--- src/sdram_mcb_defines.svh ---
// memory controller widths
`ifndef SDRAM_MCB_DEFINES_SVH
`define SDRAM_MCB_DEFINES_SVH

// user side
`define MCB_ADDR_W      24      // {bank[1:0], row[12:0], col[8:0]}
`define MCB_WORD_W      16      // sdram data word

// page geometry
`define MCB_COL_W       9       // column bits, low end of the address
`define MCB_PAGE_WORDS  512     // one open row

// fifo sizing
`define MCB_FIFO_DEPTH  1024    // entries, both directions
`define MCB_FIFO_CNT_W  11      // fits 0..1024

`endif

--- src/mcb_user_pkg.sv ---
// user side data types
`include "sdram_mcb_defines.svh"

package mcb_user_pkg;

    typedef logic [`MCB_WORD_W-1:0]     word_t;     // one data word
    typedef logic [`MCB_ADDR_W-1:0]     addr_t;     // word address, bank/row/col

    // length is counted in words and spans the whole address range
    typedef logic [`MCB_ADDR_W-1:0]     length_t;   // never zero on load

    typedef logic [`MCB_FIFO_CNT_W-1:0] fifo_cnt_t; // fill level incl. full

endpackage

--- src/mcb_sched_pkg.sv ---
// transfer scheduling types
`include "sdram_mcb_defines.svh"

package mcb_sched_pkg;

    typedef logic [`MCB_COL_W:0] stage_cnt_t;   // 1..512 words per stage

    typedef enum logic [3:0] {
        SCH_IDLE          = 4'd0,   // pick next direction
        SCH_PRE_WR        = 4'd1,   // latch write stage
        SCH_WRITING       = 4'd2,   // wait for write acks
        SCH_WR_STAGE_CPLT = 4'd3,   // write stage closed
        SCH_WR_DONE       = 4'd4,   // write transfer finished
        SCH_PRE_RD        = 4'd5,   // latch read stage
        SCH_READING       = 4'd6,   // wait for read acks
        SCH_RD_STAGE_CPLT = 4'd7,   // read stage closed
        SCH_RD_DONE       = 4'd8    // read transfer finished
    } sched_state_t;

endpackage

--- src/mcb_scheduler.sv ---
// write and read stage scheduler
`timescale 1ns/100ps
`include "sdram_mcb_defines.svh"

module mcb_scheduler (
    input  logic                      clk_sdram,
    input  logic                      rst_n,
    input  logic                      wr_pending,
    input  logic                      rd_pending,
    input  mcb_sched_pkg::stage_cnt_t wr_stage_words,
    input  mcb_sched_pkg::stage_cnt_t rd_stage_words,
    input  mcb_user_pkg::fifo_cnt_t   wr_fifo_count,    // words ready to write
    input  mcb_user_pkg::fifo_cnt_t   rd_fifo_count,    // words awaiting pop
    input  logic                      wr_stage_end,
    input  logic                      rd_stage_end,
    input  logic                      wr_last,
    input  logic                      rd_last,
    output logic                      wr_stage_start,
    output logic                      rd_stage_start,
    output logic                      wr_stage_close,
    output logic                      rd_stage_close,
    output logic                      wr_done,
    output logic                      rd_done
);

    mcb_sched_pkg::sched_state_t state;
    mcb_sched_pkg::sched_state_t state_next;
    logic                        toggle;        // 1 after a write stage, favors read
    logic                        toggle_next;
    logic [`MCB_FIFO_CNT_W:0]    rd_fill;       // read fill after the stage
    logic                        wr_ok;
    logic                        rd_ok;

    // admission
    assign rd_fill = {1'b0, rd_fifo_count} + (`MCB_FIFO_CNT_W + 1)'(rd_stage_words);
    assign wr_ok   = wr_pending
                   && (wr_fifo_count >= mcb_user_pkg::fifo_cnt_t'(wr_stage_words));
    assign rd_ok   = rd_pending
                   && (rd_fill <= (`MCB_FIFO_CNT_W + 1)'(`MCB_FIFO_DEPTH));

    always_ff @(posedge clk_sdram or negedge rst_n) begin
        if (!rst_n) begin
            state  <= mcb_sched_pkg::SCH_IDLE;
            toggle <= 1'b0;                     // write goes first
        end else begin
            state  <= state_next;
            toggle <= toggle_next;
        end
    end

    always_comb begin
        state_next  = state;
        toggle_next = toggle;
        case (state)
            mcb_sched_pkg::SCH_IDLE: begin
                if (wr_ok && rd_ok) begin       // both ready, alternate
                    state_next = toggle ? mcb_sched_pkg::SCH_PRE_RD
                                        : mcb_sched_pkg::SCH_PRE_WR;
                end else if (wr_ok) begin
                    state_next = mcb_sched_pkg::SCH_PRE_WR;
                end else if (rd_ok) begin
                    state_next = mcb_sched_pkg::SCH_PRE_RD;
                end
            end
            mcb_sched_pkg::SCH_PRE_WR: state_next = mcb_sched_pkg::SCH_WRITING;
            mcb_sched_pkg::SCH_WRITING: begin
                if (wr_stage_end) begin
                    state_next = mcb_sched_pkg::SCH_WR_STAGE_CPLT;
                end
            end
            mcb_sched_pkg::SCH_WR_STAGE_CPLT: begin
                toggle_next = 1'b1;             // read next on contention
                state_next  = wr_last ? mcb_sched_pkg::SCH_WR_DONE
                                      : mcb_sched_pkg::SCH_IDLE;
            end
            mcb_sched_pkg::SCH_WR_DONE: state_next = mcb_sched_pkg::SCH_IDLE;
            mcb_sched_pkg::SCH_PRE_RD:  state_next = mcb_sched_pkg::SCH_READING;
            mcb_sched_pkg::SCH_READING: begin
                if (rd_stage_end) begin
                    state_next = mcb_sched_pkg::SCH_RD_STAGE_CPLT;
                end
            end
            mcb_sched_pkg::SCH_RD_STAGE_CPLT: begin
                toggle_next = 1'b0;             // write next on contention
                state_next  = rd_last ? mcb_sched_pkg::SCH_RD_DONE
                                      : mcb_sched_pkg::SCH_IDLE;
            end
            mcb_sched_pkg::SCH_RD_DONE: state_next = mcb_sched_pkg::SCH_IDLE;
            default:                    state_next = mcb_sched_pkg::SCH_IDLE;
        endcase
    end

    // strobes to the channels, request rises the cycle after PRE
    assign wr_stage_start = (state == mcb_sched_pkg::SCH_PRE_WR);
    assign rd_stage_start = (state == mcb_sched_pkg::SCH_PRE_RD);
    assign wr_stage_close = (state == mcb_sched_pkg::SCH_WRITING) && wr_stage_end;
    assign rd_stage_close = (state == mcb_sched_pkg::SCH_READING) && rd_stage_end;
    assign wr_done        = (state == mcb_sched_pkg::SCH_WR_DONE);  // one cycle
    assign rd_done        = (state == mcb_sched_pkg::SCH_RD_DONE);

endmodule

--- config.mk ---
export PLATFORM = sky130hd
export DESIGN_NAME = mcb_scheduler
export DESIGN_NICKNAME = d
export VERILOG_FILES = /design/src/mcb_user_pkg.sv /design/src/mcb_sched_pkg.sv /design/src/mcb_scheduler.sv
export VERILOG_INCLUDE_DIRS = /design/src
export SDC_FILE = /design/constraint.sdc
export NUM_CORES = 1
export LEC_CHECK = 0
export BUFFER_PORTS_ARGS = -buffer_cell sky130_fd_sc_hd__buf_2
export CAP_MARGIN = 20
export CORE_UTILIZATION = 40
export CTS_CLUSTER_DIAMETER = 150
export DETAILED_ROUTE_END_ITERATION = 10
export GPL_ROUTABILITY_DRIVEN = 1
export PLACE_DENSITY = 0.72
export SLEW_MARGIN = 20
export SYNTH_ARGS = -nofsm -noshare
export SYNTH_HDL_FRONTEND = slang
export SYNTH_SLANG_ARGS = --single-unit
--- constraint.sdc ---
create_clock -name clk_sdram -period 3.4 [get_ports clk_sdram]
set_clock_uncertainty 0.1 [all_clocks]
set_input_delay 0.51 -clock clk_sdram [delete_from_list [all_inputs] [get_ports clk_sdram]]
set_output_delay 0.51 -clock clk_sdram [all_outputs]
set_load 0.005 [all_outputs]
==> flow_metrics.tcl <==
set metrics [dict create \
    grt_first_pass_wirelength_um 4310 \
    r2r_end "state[0]$_DFFE_PN0P_" \
    wl_um 2810 \
    floorplan.rows 18 \
    synth_edf_count 0 \
    yosysMostFrequentCell "ha_1" \
    drc 0 \
    drt-pass1-iter-count 4 \
    p_int_mw 0.268 \
    synthAdderAreaFrac_pct 24.4 \
    dp_hpwl_um 2390 \
    synthesis.nets 212 \
    switching_power_mw 0.207 \
    slew_violations 0 \
    initial_utilization_pct 43.5 \
    synth.distinct_cells 47 \
    cts_buffers 3 \
    fillers 252 \
    netlist_area_um2 1110 \
    cp_data_required_time_ns 3.47 \
    fin_nets 268 \
    synthXorXnorAreaFrac_pct 1.58 \
    synth_seq_cells 5 \
    synth_top_family_by_area "compound AO/OA/AOI/OAI gates" \
    wire_per_inst_um 12.4 \
    p_leak_nw 0.762 \
    yosys-top-cells-count "20 x ha_1, 16 x inv_1, 11 x a21oi_1" \
    powerDensity_nw_per_um2 332 \
    die_y_um 54.6 \
    cts.sinks 5 \
    clock_path_buffers 2 \
    rsz0062_at_grt "false" \
    tightest_slew_ns 0.408 \
    async_flop_share_pct 100 \
    status "finished, final reports clean" \
    yosys.area_share.simple_pct 22.3 \
    finalHoldViolations 0 \
    placed_cell_area_um2 1390 \
    place_inst 221 \
    postCtsSetupRepairBufs 0 \
    worstHoldPathCells 3 \
    ys_warn_count 0 \
    tritoncts "done" \
    grt_overflow 0 \
    vdd_drop_max_mv 0.247 \
    coreArea_um2 2540 \
    synth_mux_area_share_pct 0 \
    postCtsHoldBufs 1 \
    drt_iter0_markers 22 \
    grt_util_all_layers_pct 19.2 \
    grt_max_degree 11 \
    whs_ns 0.419 \
    ios 56 \
    tns_ns 0 \
    synth_top_area_cell "ha_1" \
    vias 1293 \
    synth_compound_area_share_pct 32.6 \
    p_sw_share_pct 43.6 \
    syn_inst 141 \
    synth_top_area_share_pct 22.6 \
    min_from "rd_last" \
    cap_violations 0 \
    avgSynthCellArea_um2 7.84 \
    dieArea_um2 2980 \
    slew_headroom_pct 72.5 \
    post-route-period-util_pct 82.3 \
    dieWidth_um 54.6 \
    end_kind "register" \
    yosysSeqAreaShare_pct 11.3 \
    cp.arrival_ns 2.87 \
    power_mw 0.475 \
    r2r_slack_ns 1.90 \
    path_max_fanout 3 \
    cts_root_buf "clkbuf_4" \
    synth_flop_cell "dfrtp_1" \
    p_seq_share_pct 27.3 \
    drive_gt1_share_pct 34.7 \
    max_freq_mhz 357 \
    place_congestion 0.906 \
    min_to "state[3]$_DFFE_PN0P_" \
    cts_htree_levels 1 \
    post-route-min-period_ns 2.80 \
    regToRegStartpoint "state[1]$_DFFE_PN0P_" \
    fin_cells 226 \
    setup_viol 0 \
    path_class "input port to register" \
    antenna_left 0 \
    area_growth_pct 29.2 \
    viasPerCell 5.72 \
    clk_latency_ns 0.23 \
    hold_path_class "input port to register" \
    portBuffers 55 \
    fin_area_um2 1430 \
    antenna_found_initial 0 \
    antenna_cells 0 \
    critPathLaunchType "input port" \
    p_comb_share_pct 58.7 \
    clk_pin_slew_ns 0.04 \
    grt_pass1_vias 1057 \
    synth_area_leaders "ha_1 23%, dfrtp_1 11%, inv_1 5.4%" \
    worstRegToRegCells 3 \
    p_clk_share_pct 14.0 \
    cts_resized 0 \
]
-- kinds of logic after synthesis --
family                     Yosys count
AOI/OAI and AO/OA                   50
xor gates and xnor gates             2
adders and majority gates           21
buffers and inverters               21
DFF                                  5
and+or+nand+nor                     42
-- sequential cells by signal, indices dropped and copies added, names as in the netlist --
name	count
state	4
toggle	1
-- critical path: stages --
cell and delay, ns:
buf_2 0.10, ha_1 0.21, fa_1 0.41, a211o_1 0.34
o21a_2 0.15, o31a_1 0.29, nor4_2 0.24, nand4b_1 0.16
a31oi_1 0.25, a41o_1 0.21
-- how the worst max path moves through the flow --
stage | start | endpoint
after floorplan | rd_stage_words[0] | state[0]$_DFFE_PN0P_
after global placement | rd_stage_words[0] | state[0]$_DFFE_PN0P_
after detailed placement | rd_stage_words[0] | state[0]$_DFFE_PN0P_
after CTS | rd_stage_words[0] | state[0]$_DFFE_PN0P_
after global routing | rd_stage_words[0] | state[0]$_DFFE_PN0P_
final | rd_stage_words[0] | state[0]$_DFFE_PN0P_
-- through the flow --
| step | utilization, % | worst slack, ns |
|---|---|---|
| 2_1_floorplan | - | 0.640 |
| 3_3_place_gp | 54.7 | 0.476 |
| 3_5_place_dp | 54.7 | 0.348 |
| 4_1_cts | 56.1 | 0.597 |
| 5_1_grt | 56.1 | 0.387 |
| 6_report | 56.1 | 0.601 |
-- metal layers --
metal / share of wire (%) / global-route usage [%] / vias to the layer above
met3: 5.9 / 0.556 / 2
met1: 42 / 23.3 / 580
met5: 0 / 0 / -
met2: 52 / 37.6 / 61
li1: - / - / 650
met4: 0.25 / 2.56 / 0
-- cell type report --
| type | instances | area (um2) | area share (%) |
|---|---|---|---|
| tap | 30 | 37.5 | 2.63 |
| clock buffer | 4 | 26.3 | 1.84 |
| inverter | 16 | 60.1 | 4.20 |
| multi-input combinational | 115 | 895 | 62.6 |
| sequential | 5 | 125 | 8.76 |
| timing repair buffer | 56 | 285 | 20.0 |
-- power by group through the flow --
stage	Combinational, mW	Clock [mW]	Sequential (mW)
detailed placement	0.278	0	0.129
global route	0.315	0.0722	0.133
global placement	0.263	0	0.125
finish	0.279	0.0665	0.130
floorplan	0.231	0	0.0885
CTS	0.280	0.0670	0.129
-- cells in the final DEF (no fill, tap or decap), types with 4 or more instances in the layout --
master	netlist	routed
inv_1	16	16
nand2_1	4	4
nor4_1	4	4
nand2b_1	6	6
buf_2	0	55
nor3_1	5	5
o21ai_0	6	6
a21oi_1	11	11
nor2_1	6	6
dfrtp_1	5	5
ha_1	20	20
nand3_1	5	5
No activity file was read; power rests on OpenSTA's default activity.
