--- src/sdram_mcb_defines.svh ---
// memory controller widths
`ifndef SDRAM_MCB_DEFINES_SVH
`define SDRAM_MCB_DEFINES_SVH

// user side
`define MCB_ADDR_W      24      // {bank[1:0], row[12:0], col[8:0]}
`define MCB_WORD_W      16      // sdram data word

// page geometry
`define MCB_COL_W       9       // column bits, low end of the address
`define MCB_PAGE_WORDS  512     // one open row

// fifo sizing
`define MCB_FIFO_DEPTH  1024    // entries, both directions
`define MCB_FIFO_CNT_W  11      // fits 0..1024

`endif

--- src/mcb_user_pkg.sv ---
// user side data types
`include "sdram_mcb_defines.svh"

package mcb_user_pkg;

    typedef logic [`MCB_WORD_W-1:0]     word_t;     // one data word
    typedef logic [`MCB_ADDR_W-1:0]     addr_t;     // word address, bank/row/col

    // length is counted in words and spans the whole address range
    typedef logic [`MCB_ADDR_W-1:0]     length_t;   // never zero on load

    typedef logic [`MCB_FIFO_CNT_W-1:0] fifo_cnt_t; // fill level incl. full

endpackage

--- src/mcb_sched_pkg.sv ---
// transfer scheduling types
`include "sdram_mcb_defines.svh"

package mcb_sched_pkg;

    typedef logic [`MCB_COL_W:0] stage_cnt_t;   // 1..512 words per stage

    typedef enum logic [3:0] {
        SCH_IDLE          = 4'd0,   // pick next direction
        SCH_PRE_WR        = 4'd1,   // latch write stage
        SCH_WRITING       = 4'd2,   // wait for write acks
        SCH_WR_STAGE_CPLT = 4'd3,   // write stage closed
        SCH_WR_DONE       = 4'd4,   // write transfer finished
        SCH_PRE_RD        = 4'd5,   // latch read stage
        SCH_READING       = 4'd6,   // wait for read acks
        SCH_RD_STAGE_CPLT = 4'd7,   // read stage closed
        SCH_RD_DONE       = 4'd8    // read transfer finished
    } sched_state_t;

endpackage

--- src/mcb_xfer_channel.sv ---
// transfer tracker for one direction
`timescale 1ns/100ps
`include "sdram_mcb_defines.svh"

module mcb_xfer_channel (
    input  logic                      clk_sdram,
    input  logic                      rst_n,
    input  logic                      load,         // level, rising edge loads
    input  mcb_user_pkg::addr_t       load_addr,
    input  mcb_user_pkg::length_t     load_length,
    input  logic                      stage_start,  // from scheduler in PRE state
    input  logic                      word_ack,     // one per burst word
    input  logic                      stage_close,  // last ack of the stage
    output logic                      pending,      // transfer not yet finished
    output mcb_sched_pkg::stage_cnt_t stage_words,  // size of the next stage
    output logic                      burst_req,
    output mcb_user_pkg::addr_t       burst_addr,
    output mcb_sched_pkg::stage_cnt_t burst_len,
    output logic                      stage_end,    // last ack seen now
    output logic                      xfer_last     // nothing left after close
);

    logic                      load_d1;
    logic                      load_pulse;
    mcb_user_pkg::addr_t       cur_addr;    // next stage start address
    mcb_user_pkg::length_t     remain;      // words still to move
    mcb_sched_pkg::stage_cnt_t page_left;   // words up to the page end
    mcb_sched_pkg::stage_cnt_t ack_cnt;     // acks in the current stage
    logic                      in_stage;

    assign load_pulse = load & ~load_d1;

    // stage never crosses a column page
    assign page_left = mcb_sched_pkg::stage_cnt_t'(`MCB_PAGE_WORDS)
                     - {1'b0, cur_addr[`MCB_COL_W-1:0]};
    assign stage_words = (mcb_user_pkg::length_t'(page_left) < remain)
                       ? page_left
                       : mcb_sched_pkg::stage_cnt_t'(remain);   // short tail

    assign burst_addr = cur_addr;       // only moves at stage close
    assign stage_end  = in_stage & word_ack & (ack_cnt == burst_len - 1'b1);
    assign xfer_last  = (remain == '0);

    // load capture and per-stage advance
    always_ff @(posedge clk_sdram or negedge rst_n) begin
        if (!rst_n) begin
            load_d1  <= 1'b0;
            pending  <= 1'b0;
            cur_addr <= '0;
            remain   <= '0;
        end else begin
            load_d1 <= load;
            if (load_pulse && !pending) begin   // load while busy is dropped
                pending  <= 1'b1;
                cur_addr <= load_addr;
                remain   <= load_length;
            end else if (stage_close) begin
                cur_addr <= cur_addr + mcb_user_pkg::addr_t'(burst_len);
                remain   <= remain - mcb_user_pkg::length_t'(burst_len);
                if (remain == mcb_user_pkg::length_t'(burst_len)) begin
                    pending <= 1'b0;            // final stage closed
                end
            end
        end
    end

    // burst request and ack counting
    always_ff @(posedge clk_sdram or negedge rst_n) begin
        if (!rst_n) begin
            burst_req <= 1'b0;
            burst_len <= '0;
            ack_cnt   <= '0;
            in_stage  <= 1'b0;
        end else begin
            if (stage_start) begin
                burst_len <= stage_words;       // held for the whole stage
                ack_cnt   <= '0;
                in_stage  <= 1'b1;
                burst_req <= 1'b1;
            end else if (in_stage && word_ack) begin
                ack_cnt   <= ack_cnt + 1'b1;
                burst_req <= 1'b0;              // first ack drops request
                if (stage_end) begin
                    in_stage <= 1'b0;
                end
            end
        end
    end

endmodule

--- config.mk ---
export PLATFORM = sky130hd
export DESIGN_NAME = mcb_xfer_channel
export DESIGN_NICKNAME = d
export VERILOG_FILES = /design/src/mcb_user_pkg.sv /design/src/mcb_sched_pkg.sv /design/src/mcb_xfer_channel.sv
export VERILOG_INCLUDE_DIRS = /design/src
export SDC_FILE = /design/constraint.sdc
export NUM_CORES = 1
export LEC_CHECK = 0
export BUFFER_PORTS_ARGS = -buffer_cell sky130_fd_sc_hd__buf_2
export CORE_AREA = 2 2 126 128
export DETAILED_ROUTE_END_ITERATION = 12
export DIE_AREA = 0 0 128 130
export GPL_TIMING_DRIVEN = 0
export PLACE_DENSITY_LB_ADDON = 0.08
export SYNTH_ARGS = -nofsm -noshare
export SYNTH_HDL_FRONTEND = slang
export SYNTH_SLANG_ARGS = --single-unit
--- constraint.sdc ---
create_clock -name clk_sdram -period 6.6 [get_ports clk_sdram]
set_input_delay 1.32 -clock clk_sdram [delete_from_list [all_inputs] [get_ports clk_sdram]]
set_output_delay 1.32 -clock clk_sdram [all_outputs]
set_load 0.03 [all_outputs]
==> results of run 1 <==
## final timing paths
check,depth (start not counted),start,to
min reg2reg,1,burst_req$_DFFE_PN0P_,burst_req$_DFFE_PN0P_
max reg2reg,11,burst_addr[4]$_DFFE_PN0P_,burst_len[1]$_DFFE_PN0P_
min,1,burst_req$_DFFE_PN0P_,burst_req$_DFFE_PN0P_
min in group asynchronous,1,rst_n,burst_len[8]$_DFFE_PN0P_
max,11,burst_addr[4]$_DFFE_PN0P_,stage_words[5]
max in group asynchronous,2,rst_n,burst_addr[7]$_DFFE_PN0P_
## routing by layer
metal | GRT usage | vias to the layer above | part of all wire
met5 | 0 | - | 0
met2 | 0.324 | 129 | 0.44
met4 | 0.0886 | 0 | 0.031
met3 | 0.0262 | 27 | 0.041
met1 | 0.283 | 2266 | 0.49
li1 | - | 2405 | -
## critical path: stages (launching register included)
cell	delay [ps]
dfrtp_1	470
nor4_1	400
nand2b_1	120
nor3_1	220
xnor2_1	170
ha_1	330
nand3_1	110
o22ai_1	180
nor4_1	100
a221oi_4	570
mux2_2	430
buf_2	190
## per-stage QoR
stage / cell area, sq um / total power [W]
after CTS: 6290 / 0.00349
after detailed placement: 6050 / 0.00304
after floorplan: 5270 / 0.00244
final: 6290 / 0.00347
after global placement: 6020 / 0.00302
after global routing: 6290 / 0.00378
## layout make-up
cell class / instances / area (sq um) / share of cell area
Sequential cell: 72 / 1800 / 0.286
Tap cell: 192 / 240 / 0.0382
Clock inverter: 2 / 10.0 / 0.00159
Timing Repair Buffer: 102 / 536 / 0.0851
Inverter: 31 / 116 / 0.0185
Multi-Input combinational cell: 485 / 3280 / 0.522
Clock buffer: 11 / 233 / 0.0370
Buffer: 19 / 71.3 / 0.0113
## power breakdown
group / leakage [nW] / total [W] / internal (W) / switching, W
Combinational: 1.79 / 0.00210 / 0.000839 / 0.00126
Sequential: 0.874 / 0.000943 / 0.000623 / 0.000319
Clock: 0.121 / 0.000428 / 0.000247 / 0.000181
Total: 2.78 / 0.00347 / 0.00171 / 0.00177
## kinds of logic after synthesis
| kind of cell | Yosys count |
|---|---|
| xor gates and xnor gates | 59 |
| adders and majority gates | 34 |
| DFF | 72 |
| muxes | 31 |
| and+or+nand+nor | 219 |
| buffers and inverters | 50 |
| AOI/OAI and AO/OA | 142 |
## cell usage in the layout (no fill, tap or decap), types with 11 or more instances in the layout
cell	instances
xnor2_1	34
mux2_2	20
nor3_1	22
nand3_1	19
buf_2	100
xor2_1	25
a21oi_1	42
clkbuf_1	17
inv_1	31
dfrtp_1	72
nand2_1	65
and3_1	11
ha_1	32
o21ai_0	50
nor2_1	44
## registers in the layout, indices dropped and copies added (netlist names)
register and cells:
in_stage 1, ack_cnt 10, burst_len 10, burst_req 1
pending 1, burst_addr 24, load_d1 1, remain 24
==> impl_metrics.yaml, run 1 <==
finish:
  utilization: 0.408
  drive_above_1_share: 0.204
  finalNonFillerCells: 914
  num-nets-final: 808
  flow.area_growth_from_synthesis_pct: 19.3
  fillCellCount: 1620
  number_of_inserted_diodes: 0
routing:
  route.detailed.wl_per_inst_um: 17.9
  drt_iter0_drc: 226
  route.vias.total: 4827
  remaining_drc_errors: 0
  postRouteWirelength_mm: 16.4
  viasPerCell: 5.28
  drtPass1Iterations: 4
  number_of_nets_with_antenna_violations_after_routing: 0
die:
  row_count: 46
  die_h_um: 130
  fp.coreArea_sq_um: 15400
  design.die.area_sq_um: 16600
  start_util: 0.342
  die_x_um: 128
  floorplan.io_pins: 102
sta:
  timing_worst_slew_pin_value_ps: 703
  finalWorstSetupSlack_ps: 1660
  timing.hold.ws_ps: 482
  setup_tns_ps: 0
  post_layout_minimum_cycle_time_ps: 4940
  timing.max_slew.rel_slack: 0.531
  number_of_hold_violations_in_the_final_report: 0
  number_of_slew_limit_violations_in_the_final_report: 0
  timing.clock.skew_ps: 4.40
  rsz_0062_raised_after_global_routing: "no"
  fmaxAchievable_mhz: 202
  final.period_utilization: 0.749
  endpoints_failing_setup: 0
place:
  port-buffer-count: 101
  finalWeightedCongestion: 0.884
  pre_cts_slack_ps: 2020
  dpl.cell_count: 901
  detailed_place_hpwl_mm: 12.6
yosys:
  synth_nets: 695
  synth_top_family_by_area: "simple AND/OR/NAND/NOR gates"
  netlist_instances: 607
  syn-mean-instance-area_sq_um: 8.68
  synth-main-ff-cell: "dfrtp_1"
  post_synth_and_or_nand_nor_area_fraction: 0.209
  synth_commonest_cells: "72 x dfrtp_1, 65 x nand2_1, 50 x o21ai_0"
  synth.area.top_cells: "dfrtp_1 34%, ha_1 7.6%, xnor2_1 5.6%, o21ai_0 4.7%, nand2_1 4.6%"
  cell_with_the_most_instances_after_synthesis: "dfrtp_1"
  ys_async_sr_fraction: 1.00
  synthXorXnorAreaFrac: 0.0980
  synth_top_area_cell: "dfrtp_1"
  syn_area_sq_um: 5270
  post_synth_num_cell_types: 56
  ys_ff_latch: 72
  synth-adder-area-share: 0.0836
  synth_compound_area_frac: 0.167
  yosys.area.top_type_share: 0.342
  yosysWarningCount: 0
  synth-edff-count: 0
  share_of_cell_area_taken_by_muxes_after_synthesis: 0.0646
  seq_area_frac_synth: 0.342
global_route:
  grt_first_pass_wirelength_mm: 26.0
  grt_overflow: 0
  largest_net_degree_at_the_start_of_global_routing: 53
  grt_antenna_before_repair: 0
  grt_resource_usage_total: 0.205
  first_global_vias: 4849
critical_path:
  start_kind: "flop"
  critPathArrivalTime_ps: 3620
  endpoint_kind: "output pin"
  crit_type: "flop to output pin"
  timing.critical_path.fanout_max: 10
  required_ps: 5280
  reg2reg_slack_ps: 3110
clock_network:
  holdBufCountCts: 0
  cts.sinks: 72
  tritoncts: "yes"
  cts_post_setup_buffers_inserted: 0
  clk_pin_slew_ps: 50
  cts_root_cell: "clkbuf_16"
  cts-htree-levels: 3
  cts.path.max_buffers: 2
  post_cts.resized_instances: 0
  worstSkewPairLatency_ps: 340
  numCtsBuffers: 9
job:
  cap_violations: 0
power:
  power.ir.vdd_worst_v: 0.000200
  powerDensity_nw_per_um2: 552
  p_leak_nw: 2.78
min_path:
  hp-class: "flop to flop"
status:
  outcome: "complete, no violations"
No activity file was read; power rests on OpenSTA's default activity.
==> run 2: changes to the inputs <==
- ABC_AREA: unset -> 1
- CORE_AREA: 2 2 126 128 -> 2 2 139 141
- DIE_AREA: 0 0 128 130 -> 0 0 141 143
- clock period: 6.6 -> 4.85 ns (I/O delays scaled with it)
==> run 2 against run 1 <==
Effect of this change: clock skew rose by 6.8 ps; count of clock-buffer cells in the layout fell by 2; synthesized cell count rose by 69%; die area rose by 21%; via count rose by 40%; critical endpoint is now stage_words[8]; largest power group unchanged.
==> impl_metrics.yaml, run 2 <==
sta:
  timing.clock.skew_ps: 11.2
  timing_worst_slew_pin_value_ps: 805
  post_layout_minimum_cycle_time_ps: 4160
  final.period_utilization: 0.857
  rsz_0062_raised_after_global_routing: "no"
  timing.max_slew.rel_slack: 0.464
  endpoints_failing_setup: 0
  number_of_slew_limit_violations_in_the_final_report: 0
  timing.hold.ws_ps: 471
  fmaxAchievable_mhz: 240
  number_of_hold_violations_in_the_final_report: 0
  setup_tns_ps: 0
routing:
  postRouteWirelength_mm: 22.4
  drtPass1Iterations: 7
  viasPerCell: 4.92
  route.detailed.wl_per_inst_um: 16.3
  number_of_nets_with_antenna_violations_after_routing: 0
  route.vias.total: 6781
  drt_iter0_drc: 405
  remaining_drc_errors: 0
clock_network:
  post_cts.resized_instances: 0
  cts.sinks: 72
  worstSkewPairLatency_ps: 360
  numCtsBuffers: 9
  clk_pin_slew_ps: 60
  cts.path.max_buffers: 2
  tritoncts: "yes"
  cts_root_cell: "clkbuf_16"
  holdBufCountCts: 0
  cts-htree-levels: 3
  cts_post_setup_buffers_inserted: 0
place:
  finalWeightedCongestion: 0.869
  post_detailed_placement_cell_area_sq_um: 7250
  detailed_place_hpwl_mm: 17.6
  port-buffer-count: 101
yosys:
  synth-main-ff-cell: "dfrtp_1"
  yosysWarningCount: 0
  cell_with_the_most_instances_after_synthesis: "nand2_1"
  synth_top_area_cell: "dfrtp_1"
  yosys.area.top_type_share: 0.281
  netlist_instances: 1026
  synth_commonest_cells: "357 x nand2_1, 160 x inv_1, 85 x nand3_1"
  synth-edff-count: 0
  ys_async_sr_fraction: 1.00
  syn_area_sq_um: 6420
  ys_ff_latch: 72
  synth.area.top_cells: "dfrtp_1 28%, nand2_1 21%, inv_1 9.4%, nand3_1 6.6%, ha_1 6.2%"
  seq_area_frac_synth: 0.281
  syn-mean-instance-area_sq_um: 6.26
  synth_nets: 1114
  post_synth_num_cell_types: 42
die:
  design.die.area_sq_um: 20200
  fp.coreArea_sq_um: 18600
  die_x_um: 141
  row_count: 50
  floorplan.io_pins: 102
  die_h_um: 143
  start_util: 0.345
power:
  p_leak_nw: 4.16
  powerDensity_nw_per_um2: 699
  power.ir.vdd_worst_v: 0.000220
min_path:
  hold_path.startpoint: "burst_req$_DFFE_PN0P_"
  worst_hold_path.num_cells: 2
  holdPathEnd: "burst_req$_DFFE_PN0P_"
  hp-class: "flop to flop"
critical_path:
  critPathArrivalTime_ps: 3190
  start_kind: "flop"
  required_ps: 3880
  crit_type: "flop to output pin"
  reg2reg_slack_ps: 2060
  endpoint_kind: "output pin"
  r2r_cells: 18
  critical_path.reg2reg.endpoint: "burst_len[8]$_DFFE_PN0P_"
  worstReg2RegStart: "burst_addr[1]$_DFFE_PN0P_"
  timing.critical_path.fanout_max: 10
global_route:
  largest_net_degree_at_the_start_of_global_routing: 57
  grt_antenna_before_repair: 0
  grt_overflow: 0
  grt_resource_usage_total: 0.227
  grt_first_pass_wirelength_mm: 35.0
  first_global_vias: 6375
job:
  cap_violations: 0
finish:
  flow.area_growth_from_synthesis_pct: 17.9
  layout.cells.most_common_list: "357 x nand2_1, 160 x inv_1, 105 x buf_2, 85 x nand3_1, 82 x nor2_1"
  num-nets-final: 1227
  number_of_inserted_diodes: 0
  drive_above_1_share: 0.156
  most_common_cell_after_layout_fill_and_taps_aside: "nand2_1"
  layout.cell_area.non_filler_sq_um: 7570
status:
  outcome: "complete, no violations"
-- run 2: cell types whose count changed after synthesis, sizes merged, moves of 12 or more --
| cell | change |
|---|---|
| xnor2 | -29 |
| nor3 | -12 |
| and3 | -12 |
| inv | +133 |
| nand3 | +75 |
| xor2 | -13 |
| nand2 | +317 |
| nor2 | +44 |
| mux2 | -21 |
-- run 2: worst max-delay path by stage --
stage / start / end / slack, ps / depth (start not counted)
after global placement: burst_addr[1]$_DFFE_PN0P_ / stage_words[8] / 1110 / 17
after global routing: burst_addr[1]$_DFFE_PN0P_ / stage_words[8] / 470 / 17
after floorplan: burst_addr[1]$_DFFE_PN0P_ / stage_words[0] / 1500 / 16
after CTS: burst_addr[1]$_DFFE_PN0P_ / stage_words[8] / 730 / 17
after detailed placement: burst_addr[1]$_DFFE_PN0P_ / stage_words[9] / 1120 / 17
final: burst_addr[1]$_DFFE_PN0P_ / stage_words[8] / 690 / 17
-- run 2: critical path: stages, from the launching register on --
cell      delay (ps)
dfrtp_1          440
inv_1            160
ha_1             220
nand3_1          130
nor2_1           170
nand2_1           90
o21bai_1         130
nand2_1          120
ha_1             210
nand2_1           60
inv_1             40
o21ai_1          170
nor3_2            50
nand3_1          170
buf_4            260
nand3_2          100
nand2_2          120
buf_2            210
-- run 2: power by group --
| group | total [W] | switching (W) | internal (W) |
|---|---|---|---|
| combinational | 0.00333 | 0.00222 | 0.00111 |
| sequential | 0.00120 | 0.000386 | 0.000818 |
| clock | 0.000763 | 0.000312 | 0.000451 |
-- run 2: through the flow --
stage / setup WS (ps) / std cells / power, W / util
3_5_place_dp: 1120 / 1362 / 0.00452 / 0.390
2_1_floorplan: 1500 / 1026 / 0.00357 / -
6_report: 692 / 1378 / 0.00529 / 0.407
4_1_cts: 734 / 1378 / 0.00530 / 0.407
3_3_place_gp: 1110 / 1361 / 0.00451 / 0.388
5_1_grt: 470 / 1378 / 0.00580 / 0.407
-- run 2: per-layer routing --
layer / global-route usage / vias up / routed length (um)
met4: 0.0579 / 0 / 308
met1: 0.320 / 3100 / 10900
met2: 0.368 / 172 / 10100
met3: 0.0302 / 22 / 1140
met5: 0 / - / 0
li1: - / 3487 / -
-- run 2: kinds of logic (layout without fill, tap and decap cells) --
family,count (synthesis),after routing,share of synthesized area
AO/OA/AOI/OAI,111,111,0.101
XOR/XNOR,17,17,0.0232
adder cells (fa/ha/maj),34,34,0.0686
buffers and inverters,186,304,0.112
flip-flops,72,72,0.281
AND/OR/NAND/NOR,606,606,0.414
-- run 2: cell type report --
cell class,instances,area (sq um)
Clock inverter,7,96.3
Timing Repair Buffer,102,536
Fill cell,2048,11000
Clock buffer,9,225
Inverter,165,619
Sequential cell,72,1800
Multi-Input combinational cell,768,3900
Buffer,21,100
Tap cell,234,293
